==> src/adc_capture_pkg.sv <==
package adc_capture_pkg;

	// adc channel layout
	localparam int LANES = 8;
	localparam int LANE_W = 16;
	localparam int CONV_W = 12; // converter bits, low end of each lane
	localparam int WORD_W = LANES * LANE_W;

	// packer ratio, samples in to ram words out
	localparam int PACK_IN = 4;
	localparam int PACK_OUT = 3;

	typedef logic [LANE_W-1:0] lane_t;

	// lane 0 in the low 16 bits
	typedef lane_t [LANES-1:0] sample_word_t;

	// zero keeps every sample
	typedef logic [3:0] decim_t;

	typedef enum logic
	{
		AVG_PICK = 1'b0, // last sample of the group
		AVG_SUM = 1'b1 // lane-wise wrapping sum
	} avg_mode_t;

endpackage

==> src/capture_cfg_if.sv <==
interface capture_cfg_if #(
	parameter int ADDR_W = 15
);
	import adc_capture_pkg::*;

	// options held for the length of one record
	logic [ADDR_W:0] rec_length;
	decim_t decim_div;
	avg_mode_t avg_mode;
	logic pack_en;

	// run control from the sequencer
	logic start; // single cycle, capture begins
	logic run; // high while the record is being taken

	modport cfg (
		output rec_length, decim_div, avg_mode, pack_en,
		input start
	);

	modport seq (
		output start, run,
		input rec_length
	);

	modport stage (
		input run, decim_div, avg_mode, pack_en
	);

endinterface

==> src/adc_capture_top.sv <==
module adc_capture_top #(
	parameter int ADDR_W = 15
) (
	input logic adc_clkinp,
	input logic rst_n,
	input adc_capture_pkg::sample_word_t adc_sample,
	input logic trig_in,
	input logic state_reset,
	input logic [ADDR_W:0] rec_length,
	input adc_capture_pkg::decim_t decim_div,
	input adc_capture_pkg::avg_mode_t avg_mode,
	input logic pack_en,
	output logic trig_ack,
	output logic rcv_done,
	output logic ram_en,
	output logic ram_wren,
	output logic [ADDR_W-1:0] ram_addr,
	output adc_capture_pkg::sample_word_t ram_data
);
	import adc_capture_pkg::*;

	logic dec_valid;
	sample_word_t dec_data;
	logic pk_valid;
	sample_word_t pk_data;

	capture_cfg_if #(.ADDR_W(ADDR_W)) cfg_bus ();

	// options latched at the trigger
	capture_config #(.ADDR_W(ADDR_W)) u_capture_config (
		.adc_clkinp (adc_clkinp),
		.rst_n (rst_n),
		.rec_length (rec_length),
		.decim_div (decim_div),
		.avg_mode (avg_mode),
		.pack_en (pack_en),
		.cfg (cfg_bus.cfg)
	);

	sample_decimator u_sample_decimator (
		.adc_clkinp (adc_clkinp),
		.rst_n (rst_n),
		.adc_sample (adc_sample),
		.cfg (cfg_bus.stage),
		.dec_valid (dec_valid),
		.dec_data (dec_data)
	);

	sample_packer u_sample_packer (
		.adc_clkinp (adc_clkinp),
		.rst_n (rst_n),
		.dec_valid (dec_valid),
		.dec_data (dec_data),
		.cfg (cfg_bus.stage),
		.pk_valid (pk_valid),
		.pk_data (pk_data)
	);

	// trigger handshake and ram write port
	capture_sequencer #(.ADDR_W(ADDR_W)) u_capture_sequencer (
		.adc_clkinp (adc_clkinp),
		.rst_n (rst_n),
		.trig_in (trig_in),
		.state_reset (state_reset),
		.pk_valid (pk_valid),
		.pk_data (pk_data),
		.cfg (cfg_bus.seq),
		.trig_ack (trig_ack),
		.rcv_done (rcv_done),
		.ram_en (ram_en),
		.ram_wren (ram_wren),
		.ram_addr (ram_addr),
		.ram_data (ram_data)
	);

endmodule

==> src/capture_config.sv <==
module capture_config #(
	parameter int ADDR_W = 15
) (
	input logic adc_clkinp,
	input logic rst_n,
	input logic [ADDR_W:0] rec_length,
	input adc_capture_pkg::decim_t decim_div,
	input adc_capture_pkg::avg_mode_t avg_mode,
	input logic pack_en,
	capture_cfg_if.cfg cfg
);
	import adc_capture_pkg::*;

	// option snapshot taken on the start pulse only,
	// so host writes during a record have no effect on it
	always_ff @(posedge adc_clkinp)
	begin
		if (!rst_n)
		begin
			cfg.rec_length <= '0;
			cfg.decim_div <= '0;
			cfg.avg_mode <= AVG_PICK;
			cfg.pack_en <= 1'b0;
		end
		else if (cfg.start)
		begin
			cfg.rec_length <= rec_length;
			cfg.decim_div <= decim_div;
			cfg.avg_mode <= avg_mode;
			cfg.pack_en <= pack_en;
		end
	end

endmodule

==> src/capture_sequencer.sv <==
module capture_sequencer #(
	parameter int ADDR_W = 15
) (
	input logic adc_clkinp,
	input logic rst_n,
	input logic trig_in,
	input logic state_reset,
	input logic pk_valid,
	input adc_capture_pkg::sample_word_t pk_data,
	capture_cfg_if.seq cfg,
	output logic trig_ack,
	output logic rcv_done,
	output logic ram_en,
	output logic ram_wren,
	output logic [ADDR_W-1:0] ram_addr,
	output adc_capture_pkg::sample_word_t ram_data
);

	typedef enum logic [1:0]
	{
		S_IDLE,
		S_RUN,
		S_DONE
	} seq_state_t;

	seq_state_t state;
	logic [ADDR_W:0] wr_cnt; // words written so far
	logic rec_full;
	logic wr_go;

	assign rec_full = (wr_cnt == cfg.rec_length);

	// no write once the record is full, a late packer word is dropped
	assign wr_go = (state == S_RUN) && pk_valid && !rec_full && !state_reset;

	// start is seen by the config block at the trigger edge itself
	assign cfg.start = (state == S_IDLE) && trig_in && !state_reset;
	assign cfg.run = (state == S_RUN);

	assign trig_ack = (state == S_RUN);
	assign ram_en = (state == S_RUN);
	assign rcv_done = (state == S_DONE); // held until state_reset

	always_ff @(posedge adc_clkinp)
	begin
		if (!rst_n || state_reset)
		begin
			state <= S_IDLE;
			wr_cnt <= '0;
			ram_wren <= 1'b0;
			ram_addr <= '0;
		end
		else
		begin
			ram_wren <= wr_go;
			case (state)
				S_IDLE:
				begin
					if (trig_in)
					begin
						state <= S_RUN;
						wr_cnt <= '0;
					end
				end
				S_RUN:
				begin
					if (rec_full)
						state <= S_DONE; // zero length ends here too
					else if (pk_valid)
					begin
						ram_addr <= wr_cnt[ADDR_W-1:0];
						wr_cnt <= wr_cnt + 1'b1;
					end
				end
				S_DONE:
				begin
					state <= S_DONE; // trigger ignored
				end
				default:
				begin
					state <= S_IDLE;
				end
			endcase
		end
	end

	always_ff @(posedge adc_clkinp)
	begin
		if (wr_go)
			ram_data <= pk_data;
	end

endmodule

==> src/sample_decimator.sv <==
module sample_decimator (
	input logic adc_clkinp,
	input logic rst_n,
	input adc_capture_pkg::sample_word_t adc_sample,
	capture_cfg_if.stage cfg,
	output logic dec_valid,
	output adc_capture_pkg::sample_word_t dec_data
);
	import adc_capture_pkg::*;

	decim_t phase; // position inside the group
	sample_word_t acc;
	sample_word_t acc_next;
	logic group_end;

	assign group_end = (phase == cfg.decim_div);

	// first sample of a group loads, the rest add per lane
	always_comb
	begin
		for (int i = 0; i < LANES; i++)
		begin
			if ((cfg.avg_mode == AVG_SUM) && (phase != '0))
				acc_next[i] = acc[i] + adc_sample[i]; // 16 bit wrap
			else
				acc_next[i] = adc_sample[i];
		end
	end

	always_ff @(posedge adc_clkinp)
	begin
		if (!rst_n)
		begin
			phase <= '0;
			dec_valid <= 1'b0;
		end
		else if (!cfg.run)
		begin
			phase <= '0; // next record starts a fresh group
			dec_valid <= 1'b0;
		end
		else
		begin
			dec_valid <= group_end;
			if (group_end)
				phase <= '0;
			else
				phase <= phase + 4'd1;
		end
	end

	always_ff @(posedge adc_clkinp)
	begin
		if (cfg.run)
		begin
			acc <= acc_next;
			if (group_end)
				dec_data <= acc_next; // includes the current sample
		end
	end

endmodule

==> src/sample_packer.sv <==
module sample_packer (
	input logic adc_clkinp,
	input logic rst_n,
	input logic dec_valid,
	input adc_capture_pkg::sample_word_t dec_data,
	capture_cfg_if.stage cfg,
	output logic pk_valid,
	output adc_capture_pkg::sample_word_t pk_data
);
	import adc_capture_pkg::*;

	localparam int PH_W = $clog2(PACK_IN);
	localparam int CHUNK_W = WORD_W * PACK_OUT / PACK_IN; // 96 bits of conversions
	localparam int SPILL_W = WORD_W - CHUNK_W; // room left in a word after one chunk

	logic [PH_W-1:0] phase;
	logic [CHUNK_W-1:0] chunk;
	logic [CHUNK_W-1:0] carry; // stream bits not yet written

	// strip the unused top bits of each lane, lane 0 lowest
	always_comb
	begin
		for (int i = 0; i < LANES; i++)
			chunk[i*CONV_W +: CONV_W] = dec_data[i][CONV_W-1:0];
	end

	always_ff @(posedge adc_clkinp)
	begin
		if (!rst_n || !cfg.run)
		begin
			phase <= '0;
			pk_valid <= 1'b0;
		end
		else if (!cfg.pack_en)
		begin
			phase <= '0;
			pk_valid <= dec_valid; // passthrough
		end
		else
		begin
			pk_valid <= dec_valid && (phase != '0);
			if (dec_valid)
				phase <= phase + 1'b1; // wraps after the fourth sample
		end
	end

	// four chunks make one 384 bit stream, cut into three words
	always_ff @(posedge adc_clkinp)
	begin
		if (dec_valid)
		begin
			if (!cfg.pack_en)
				pk_data <= dec_data;
			else
			begin
				case (phase)
					2'd0:
					begin
						carry <= chunk;
					end
					2'd1:
					begin
						pk_data <= {chunk[SPILL_W-1:0], carry};
						carry[2*SPILL_W-1:0] <= chunk[CHUNK_W-1:SPILL_W];
					end
					2'd2:
					begin
						pk_data <= {chunk[2*SPILL_W-1:0], carry[2*SPILL_W-1:0]};
						carry[SPILL_W-1:0] <= chunk[CHUNK_W-1:2*SPILL_W];
					end
					default:
					begin
						pk_data <= {chunk, carry[SPILL_W-1:0]}; // group closes
					end
				endcase
			end
		end
	end

endmodule

==> config.mk <==
export PLATFORM = sky130hd
export DESIGN_NAME = adc_capture_top
export DESIGN_NICKNAME = d
export VERILOG_FILES = /design/src/adc_capture_pkg.sv /design/src/capture_cfg_if.sv /design/src/adc_capture_top.sv /design/src/capture_config.sv /design/src/capture_sequencer.sv /design/src/sample_decimator.sv /design/src/sample_packer.sv
export SDC_FILE = /design/constraint.sdc
export NUM_CORES = 1
export LEC_CHECK = 0
export BUFFER_PORTS_ARGS = -buffer_cell sky130_fd_sc_hd__buf_2
export CORE_MARGIN = 4
export CORE_UTILIZATION = 60
export CTS_BUF_LIST = sky130_fd_sc_hd__clkbuf_4 sky130_fd_sc_hd__clkbuf_8
export CTS_CLUSTER_DIAMETER = 80
export DETAILED_ROUTE_END_ITERATION = 10
export PLACE_DENSITY = 0.81
export SLEW_MARGIN = 20
export SYNTH_ARGS = -nofsm -noshare
export SYNTH_HDL_FRONTEND = slang
export SYNTH_SLANG_ARGS = --single-unit
==> constraint.sdc <==
create_clock -name adc_clkinp -period 17.2 [get_ports adc_clkinp]
set_input_delay 0.86 -clock adc_clkinp [delete_from_list [all_inputs] [get_ports adc_clkinp]]
set_output_delay 0.86 -clock adc_clkinp [all_outputs]
set_load 0.02 [all_outputs]
After elaboration in Yosys (flattened, before gate mapping)
Index checks and enable logic that the tools add are counted.
{"block": "word_totals", "out_inout_bits": 147, "input_bits": 154, "elab_cells": 124, "ff_bits": 672}
{"block": "op_classes", "n_reduce_logical": 31, "eq_ne": 11, "bitwise": 4, "mux": 20, "n_addsub": 11}
{"op": "$pmux W128 S3", "count": 1}
{"op": "$mux W16", "count": 11}
{"op": "$add A16 B16 Y16", "count": 8}
{"op": "$mux W128", "count": 1}
{"op": "$pmux W32 S3", "count": 1}
{"op": "$pmux W32 S2", "count": 1}
{"op": "$pmux W16 S2", "count": 1}
{"op": "$add A16 B1 Y16 const B", "count": 1}
{"op": "$eq A16 B16 Y1", "count": 1}
{"op": "$reduce_and A3 Y1", "count": 4}
{"op": "$reduce_and A2 Y1", "count": 4}
{"op": "$logic_and A1 B1 Y1", "count": 7}
{"op": "$ne A2 B2 Y1 const B", "count": 3}
{"op": "$pmux W2 S3", "count": 1}
{"op": "$reduce_bool A2 Y1", "count": 3}
{"op": "$add A4 B1 Y4 const B", "count": 1}
{"op": "$eq A2 B1 Y1 const B", "count": 2}
{"op": "$eq A2 B2 Y1 const B", "count": 2}
{"op": "$eq A4 B4 Y1", "count": 1}
{"op": "$logic_not A1 Y1", "count": 4}
{"op": "$logic_not A2 Y1", "count": 2}
{"op": "$mux W2", "count": 2}
{"op": "$ne A2 B1 Y1 const B", "count": 2}
{"op": "$not A1 Y1", "count": 4}
{"op": "other kinds (8)", "count": 9}

Logic depth before layout (Yosys ltp)
{"block": "depth", "depth_word": 4, "ltp_mapped": 11, "ltp_nobuf": 9}

Hierarchy
From an unflattened synthesis, not the netlist that was laid out.
{"block": "unflattened", "cells_unflattened": 2580, "hier_area_um2": 32354.8}
{"mod": "sample_decimator", "cells_each": 1336, "seq_area_each_um2": 7787.5, "n_inst": 1, "area_per_inst_um2": 14915.6}
{"mod": "sample_packer", "cells_each": 806, "seq_area_each_um2": 6786.5, "n_inst": 1, "area_per_inst_um2": 10800.4}
{"mod": "capture_sequencer", "cells_each": 367, "seq_area_each_um2": 4524.3, "n_inst": 1, "area_per_inst_um2": 5781.8}
{"mod": "capture_config", "cells_each": 71, "seq_area_each_um2": 440.4, "n_inst": 1, "area_per_inst_um2": 857.1}

Least setup slack after synthesis
Ideal clock, no wire load.
{"block": "synth_path", "path_type": "reg-to-reg", "from": "reg u_sample_packer.phase[0]", "to": "reg u_sample_packer.pk_valid", "period_less_slack_ns": 10.845, "setup_slack_ns": 6.355, "required_ns": 17.089, "setup_time_ns": 0.111, "n_path_buf": 0, "stages_incl_launch_ff": 5, "t_arrival_ns": 10.733, "path_cell_list": "dfxtp_1 > inv_1 > ha_1 > a21boi_0 > and3_1"}
{"block": "synth_between", "elab_chain_cells": 3}
{"element": "start: declaration", "line_no": "sample_packer.sv:16", "text": "logic [PH_W-1:0] phase;"}
{"element": "start signal: assignment", "line_no": "sample_packer.sv:43", "text": "phase <= phase + 1'b1;"}
{"element": "$reduce_bool A2 Y1", "line_no": "sample_packer.sv:41", "text": "pk_valid <= dec_valid && (phase != '0);"}
{"element": "$logic_and A1 B1 Y1", "line_no": "sample_packer.sv:41"}
{"element": "$mux W1", "line_no": "sample_packer.sv:34", "text": "else if (!cfg.pack_en)"}
{"element": "end signal: assignment", "line_no": "sample_packer.sv:37", "text": "pk_valid <= dec_valid;"}
{"element": "end signal: assignment", "line_no": "sample_packer.sv:41"}
{"element": "end: declaration", "line_no": "sample_packer.sv:7", "text": "output logic pk_valid,"}
No other way between the ends.
A chain may end at the register's enable or synchronous reset.

Worst setup path in the final report
{"block": "layout_path", "from": "reg u_capture_sequencer.wr_cnt[5]", "to": "reg u_capture_sequencer.ram_data[99] in the netlist's numbering, enable pin"}
{"block": "layout_between", "elab_chain_cells": 4}
{"element": "start: declaration", "line_no": "capture_sequencer.sv:27", "text": "logic [ADDR_W:0] wr_cnt;"}
{"element": "start signal: assignment", "line_no": "capture_sequencer.sv:72", "text": "wr_cnt <= wr_cnt + 1'b1;"}
{"element": "$eq A16 B16 Y1", "line_no": "capture_sequencer.sv:31", "text": "assign rec_full = (wr_cnt == cfg.rec_length);"}
{"element": "$logic_not A1 Y1", "line_no": "capture_sequencer.sv:34", "text": "assign wr_go = (state == S_RUN) && pk_valid && !rec_full && !state_reset;"}
{"element": "$logic_and A1 B1 Y1 (2 in series)", "line_no": "capture_sequencer.sv:34"}
{"element": "net u_capture_sequencer.wr_go", "line_no": "capture_sequencer.sv:29", "text": "logic wr_go;"}
{"element": "end signal: assignment", "line_no": "capture_sequencer.sv:90", "text": "ram_data <= pk_data;"}
{"element": "end: declaration", "line_no": "capture_sequencer.sv:16", "text": "output adc_capture_pkg::sample_word_t ram_data"}
The timed path passes the listed nets, and every way through them passes these cells.

==> flow_summary_export.csv <==
group,metric,value,unit
setup_path,cpMostUsedCell,"buf_4",
floorplanning,die_w,238.5,um
setup_path,crit_chain,"xor2_1 > nor4_1 > nand4_1 > nand3_2 > nor2_4 > buf_4 > buf_4",
synth,yosysUniqueCellTypes,72,
clocking,cts_setup_buffers,0,
setup_path,cp_max_fo,75,
floorplanning,fp.dieH,238.5,um
routing,antenna_left,0,
synth,ys_warn_count,0,
synth,synth_compound_area_frac,0.1387,
clocking,cts_root_buf,"clkbuf_8",
floorplanning,num_rows,84,
clocking,postCtsHoldBufs,0,
synth,muxShareOfSynthArea,0.05222,
timing,whs,0.4051,ns
place,port_buffers,300,
timing,max_slew_margin,0.2911,
synth,synth_seq_cells,672,
synth,synth_top_flop_cell,"edfxtp_1",
synth,synth_xor_area_frac,0.03161,
synth,netlist_area,0.03187,mm2
floorplanning,die-area,0.05686,mm2
power,vdd.ir_drop.worst,0.06399,mV
setup_path,max_stage_delay,0.81,ns
floorplanning,initial_utilization,0.6064,
clocking,numClockSinks,672,
setup_path,r2r_cells,7,
setup_path,r2r_setup_slack,13.45,ns
setup_path,slowest_stage,"buf_4",
floorplanning,core_area,0.05255,mm2
timing,final.min_clock_period,3.749,ns
synth,synth-simple-area-share,0.08697,
synth,yosys-top-cells-count,"608 x edfxtp_1, 260 x a21oi_1, 241 x nand2_1",
clocking,clk_latency,0.71,ns
setup_path,cp.required,17.52,ns
timing,hold_viol_final,0,
synth,yosysSeqAreaShare,0.6132,
routing,drt-initial-drc-count,2872,
timing,rsz0062_at_grt,"no",
synth,syn_inst,2587,
clocking,cts.repair.resized,0,
worst_hold_path,whs_path_depth,0,
routing,routed_wl,87.33,mm
power,power,3.462,mW
timing,max_freq,266.8,MHz
floorplanning,ios,301,
grt,grt_pass1_wl,129.7,mm
routing,drt-pass1-iter-count,6,
job,cap_violations,0,
place,hpwlAfterDp,60.86,mm
synth,synth.largest_area_cell,"edfxtp_1",
timing,finalCritPeriodShare,0.2179,
power,leakagePower,13.48,nW
layout,nNetsFinal,3179,
setup_path,cp-end-kind,"flip-flop",
place,place.gp.congestion,0.9106,
setup_path,cp-startpoint,"u_capture_sequencer.wr_cnt[5]$_SDFFE_PP0P_",
synth,synth.most_common_cell,"edfxtp_1",
power,power.density,96.17,mW/mm2
timing,setup_viol,0,
worst_hold_path,worstHoldStart,"u_sample_packer.pk_data[89]$_DFFE_PP_",
worst_hold_path,hold_class,"reg2reg",
timing,tightest_slew,1.063,ns
synth,synth.avg_cell_area,12.32,um2
setup_path,critical_path_class,"reg2reg",
layout,area_growth,12.98,%
setup_path,r2r-start,"u_capture_sequencer.wr_cnt[5]$_SDFFE_PP0P_",
grt,grt_max_degree,100,
timing,finalClockSkew,0.03016,ns
grt,grt_overflow,0,
synth,synth_top_family_by_area,"compound AO/OA/AOI/OAI gates",
routing,detail_route.vias_per_cell,6.209,
timing,fin_setup_tns,0,ns
synth,yosysTopAreaCellShare,0.5730,
grt,antenna_found_initial,6,
setup_path,worst-path-buf-inv,2,
synth,syn_nets,2879,
status,status,"finished clean",
routing,wl_per_cell,23.83,um
grt,grt_pass1_vias,21710,
layout,drive_gt1_frac,0.2137,
setup_path,path_depth,7,
routing,num_vias,22760,
setup_path,reg2reg_to,"u_capture_sequencer.ram_data[99]$_DFFE_PP_",
clocking,clockBufferDepth,3,
synth,async_flop_share,0,
setup_path,crit_path_end,"u_capture_sequencer.ram_data[99]$_DFFE_PP_",
setup_path,crit_arrival,4.07,ns
synth,synthAdderAreaFrac,0.05607,
clocking,cts_tree,"yes",
synth,synthTopCellsByArea,"edfxtp_1 57%, ha_1 5.1%, mux2_2 4.6%",
timing,drv_slew,0,
setup_path,critical-path-top-delay-family,"buffers and inverters",
clocking,h-tree-depth,3,
grt,grt_use_total,0.3003,
routing,drc,0,
setup_path,start_kind,"flip-flop",
synth,synth-edff-count,608,
clocking,path_clk_slew,0.06,ns
clocking,numCtsBuffers,104,
final cells by class:
cell class	instances	area, um2
flip-flops and latches	672	19540
fillers	3662	16550
multi-input cells	1748	11740
repair buffers	323	1674
clock inverters	55	355.3
diodes	5	12.51
well taps	688	860.8
inverters	38	142.6
clock buffers	136	1678
registers in the layout, summed over array words and instances, names as in the netlist, 2 cells and up:
name                             count
u_capture_sequencer.ram_data       128
u_sample_decimator.acc             128
u_sample_decimator.dec_data        128
u_sample_packer.pk_data            128
u_sample_packer.carry               96
u_capture_config.cfg.rec_length     16
u_capture_sequencer.wr_cnt          16
u_capture_sequencer.ram_addr        15
u_capture_config.cfg.decim_div       4
u_sample_decimator.phase             4
u_capture_sequencer.state            2
u_sample_packer.phase                2
per-stage QoR:
stage	area [um2]	utilization	std cells	worst slack, ns
3_5_place_dp	33950	0.6461	3469	13.49
3_3_place_gp	33950	0.6460	3469	13.21
4_1_cts	35990	0.6848	3660	13.47
2_1_floorplan	31870	-	2587	6.355
6_report	36000	0.6851	3665	13.45
5_1_grt	36000	0.6850	3663	13.17
where the power goes:
group | total, mW | internal (mW) | switching [mW] | leakage, nW
registers | 1.85 | 1.82 | 0.0323 | 6.03
clock network | 1.32 | 0.687 | 0.630 | 1.08
logic | 0.297 | 0.119 | 0.178 | 6.37
layer usage:
| layer | GRT usage | vias up | wire length (um) |
|---|---|---|---|
| met5 | 0 | - | 21 |
| met2 | 0.4605 | 1338 | 39760 |
| met4 | 0.1170 | 4 | 3553 |
| met3 | 0.07571 | 215 | 9599 |
| li1 | - | 10370 | - |
| met1 | 0.4183 | 10830 | 34400 |
cells by family (layout without fill, tap and decap cells):
logic type	Yosys count	in the layout
xor gates and xnor gates	115	115
adders and majority gates	138	138
buffers and inverters	167	552
DFF	672	672
muxes	150	150
and+or+nand+nor	630	630
AOI/OAI and AO/OA	715	715
other	0	5
cell usage in the layout, fill, tap and decap left out, types with 15 or more instances in the layout:
cell type and n:
o21a_1 16, clkbuf_8 105, nand2_1 240, xnor2_1 55
a21o_1 40, and3_1 16, nor2b_1 39, o31ai_1 16
nor2_1 214, xor2_1 60, edfxtp_1 608, mux2i_1 20
o21ai_0 145, buf_4 23, clkbuf_4 31, a21oi_1 260
a211oi_1 19, inv_1 37, dfxtp_1 63, mux2_2 130
clkinv_1 31, buf_2 300, clkinv_2 15, ha_1 126
nand3_1 27, a21boi_0 26, a22oi_1 96
worst min path at each step:
| stage | endpoint | slack, ns |
|---|---|---|
| 3_5_place_dp | u_capture_sequencer.ram_data[120]$_DFFE_PP_ | 0.40 |
| 3_3_place_gp | u_capture_sequencer.ram_data[108]$_DFFE_PP_ | 0.40 |
| 5_1_grt | u_capture_config.cfg.pack_en$_SDFFE_PN0P_ | 0.38 |
| 2_1_floorplan | u_capture_sequencer.ram_data[0]$_DFFE_PP_ | 0.40 |
| 4_1_cts | u_capture_config.cfg.pack_en$_SDFFE_PN0P_ | 0.37 |
| 6_report | u_capture_sequencer.ram_data[89]$_DFFE_PP_ | 0.41 |
(Power assumes the default switching activity.)
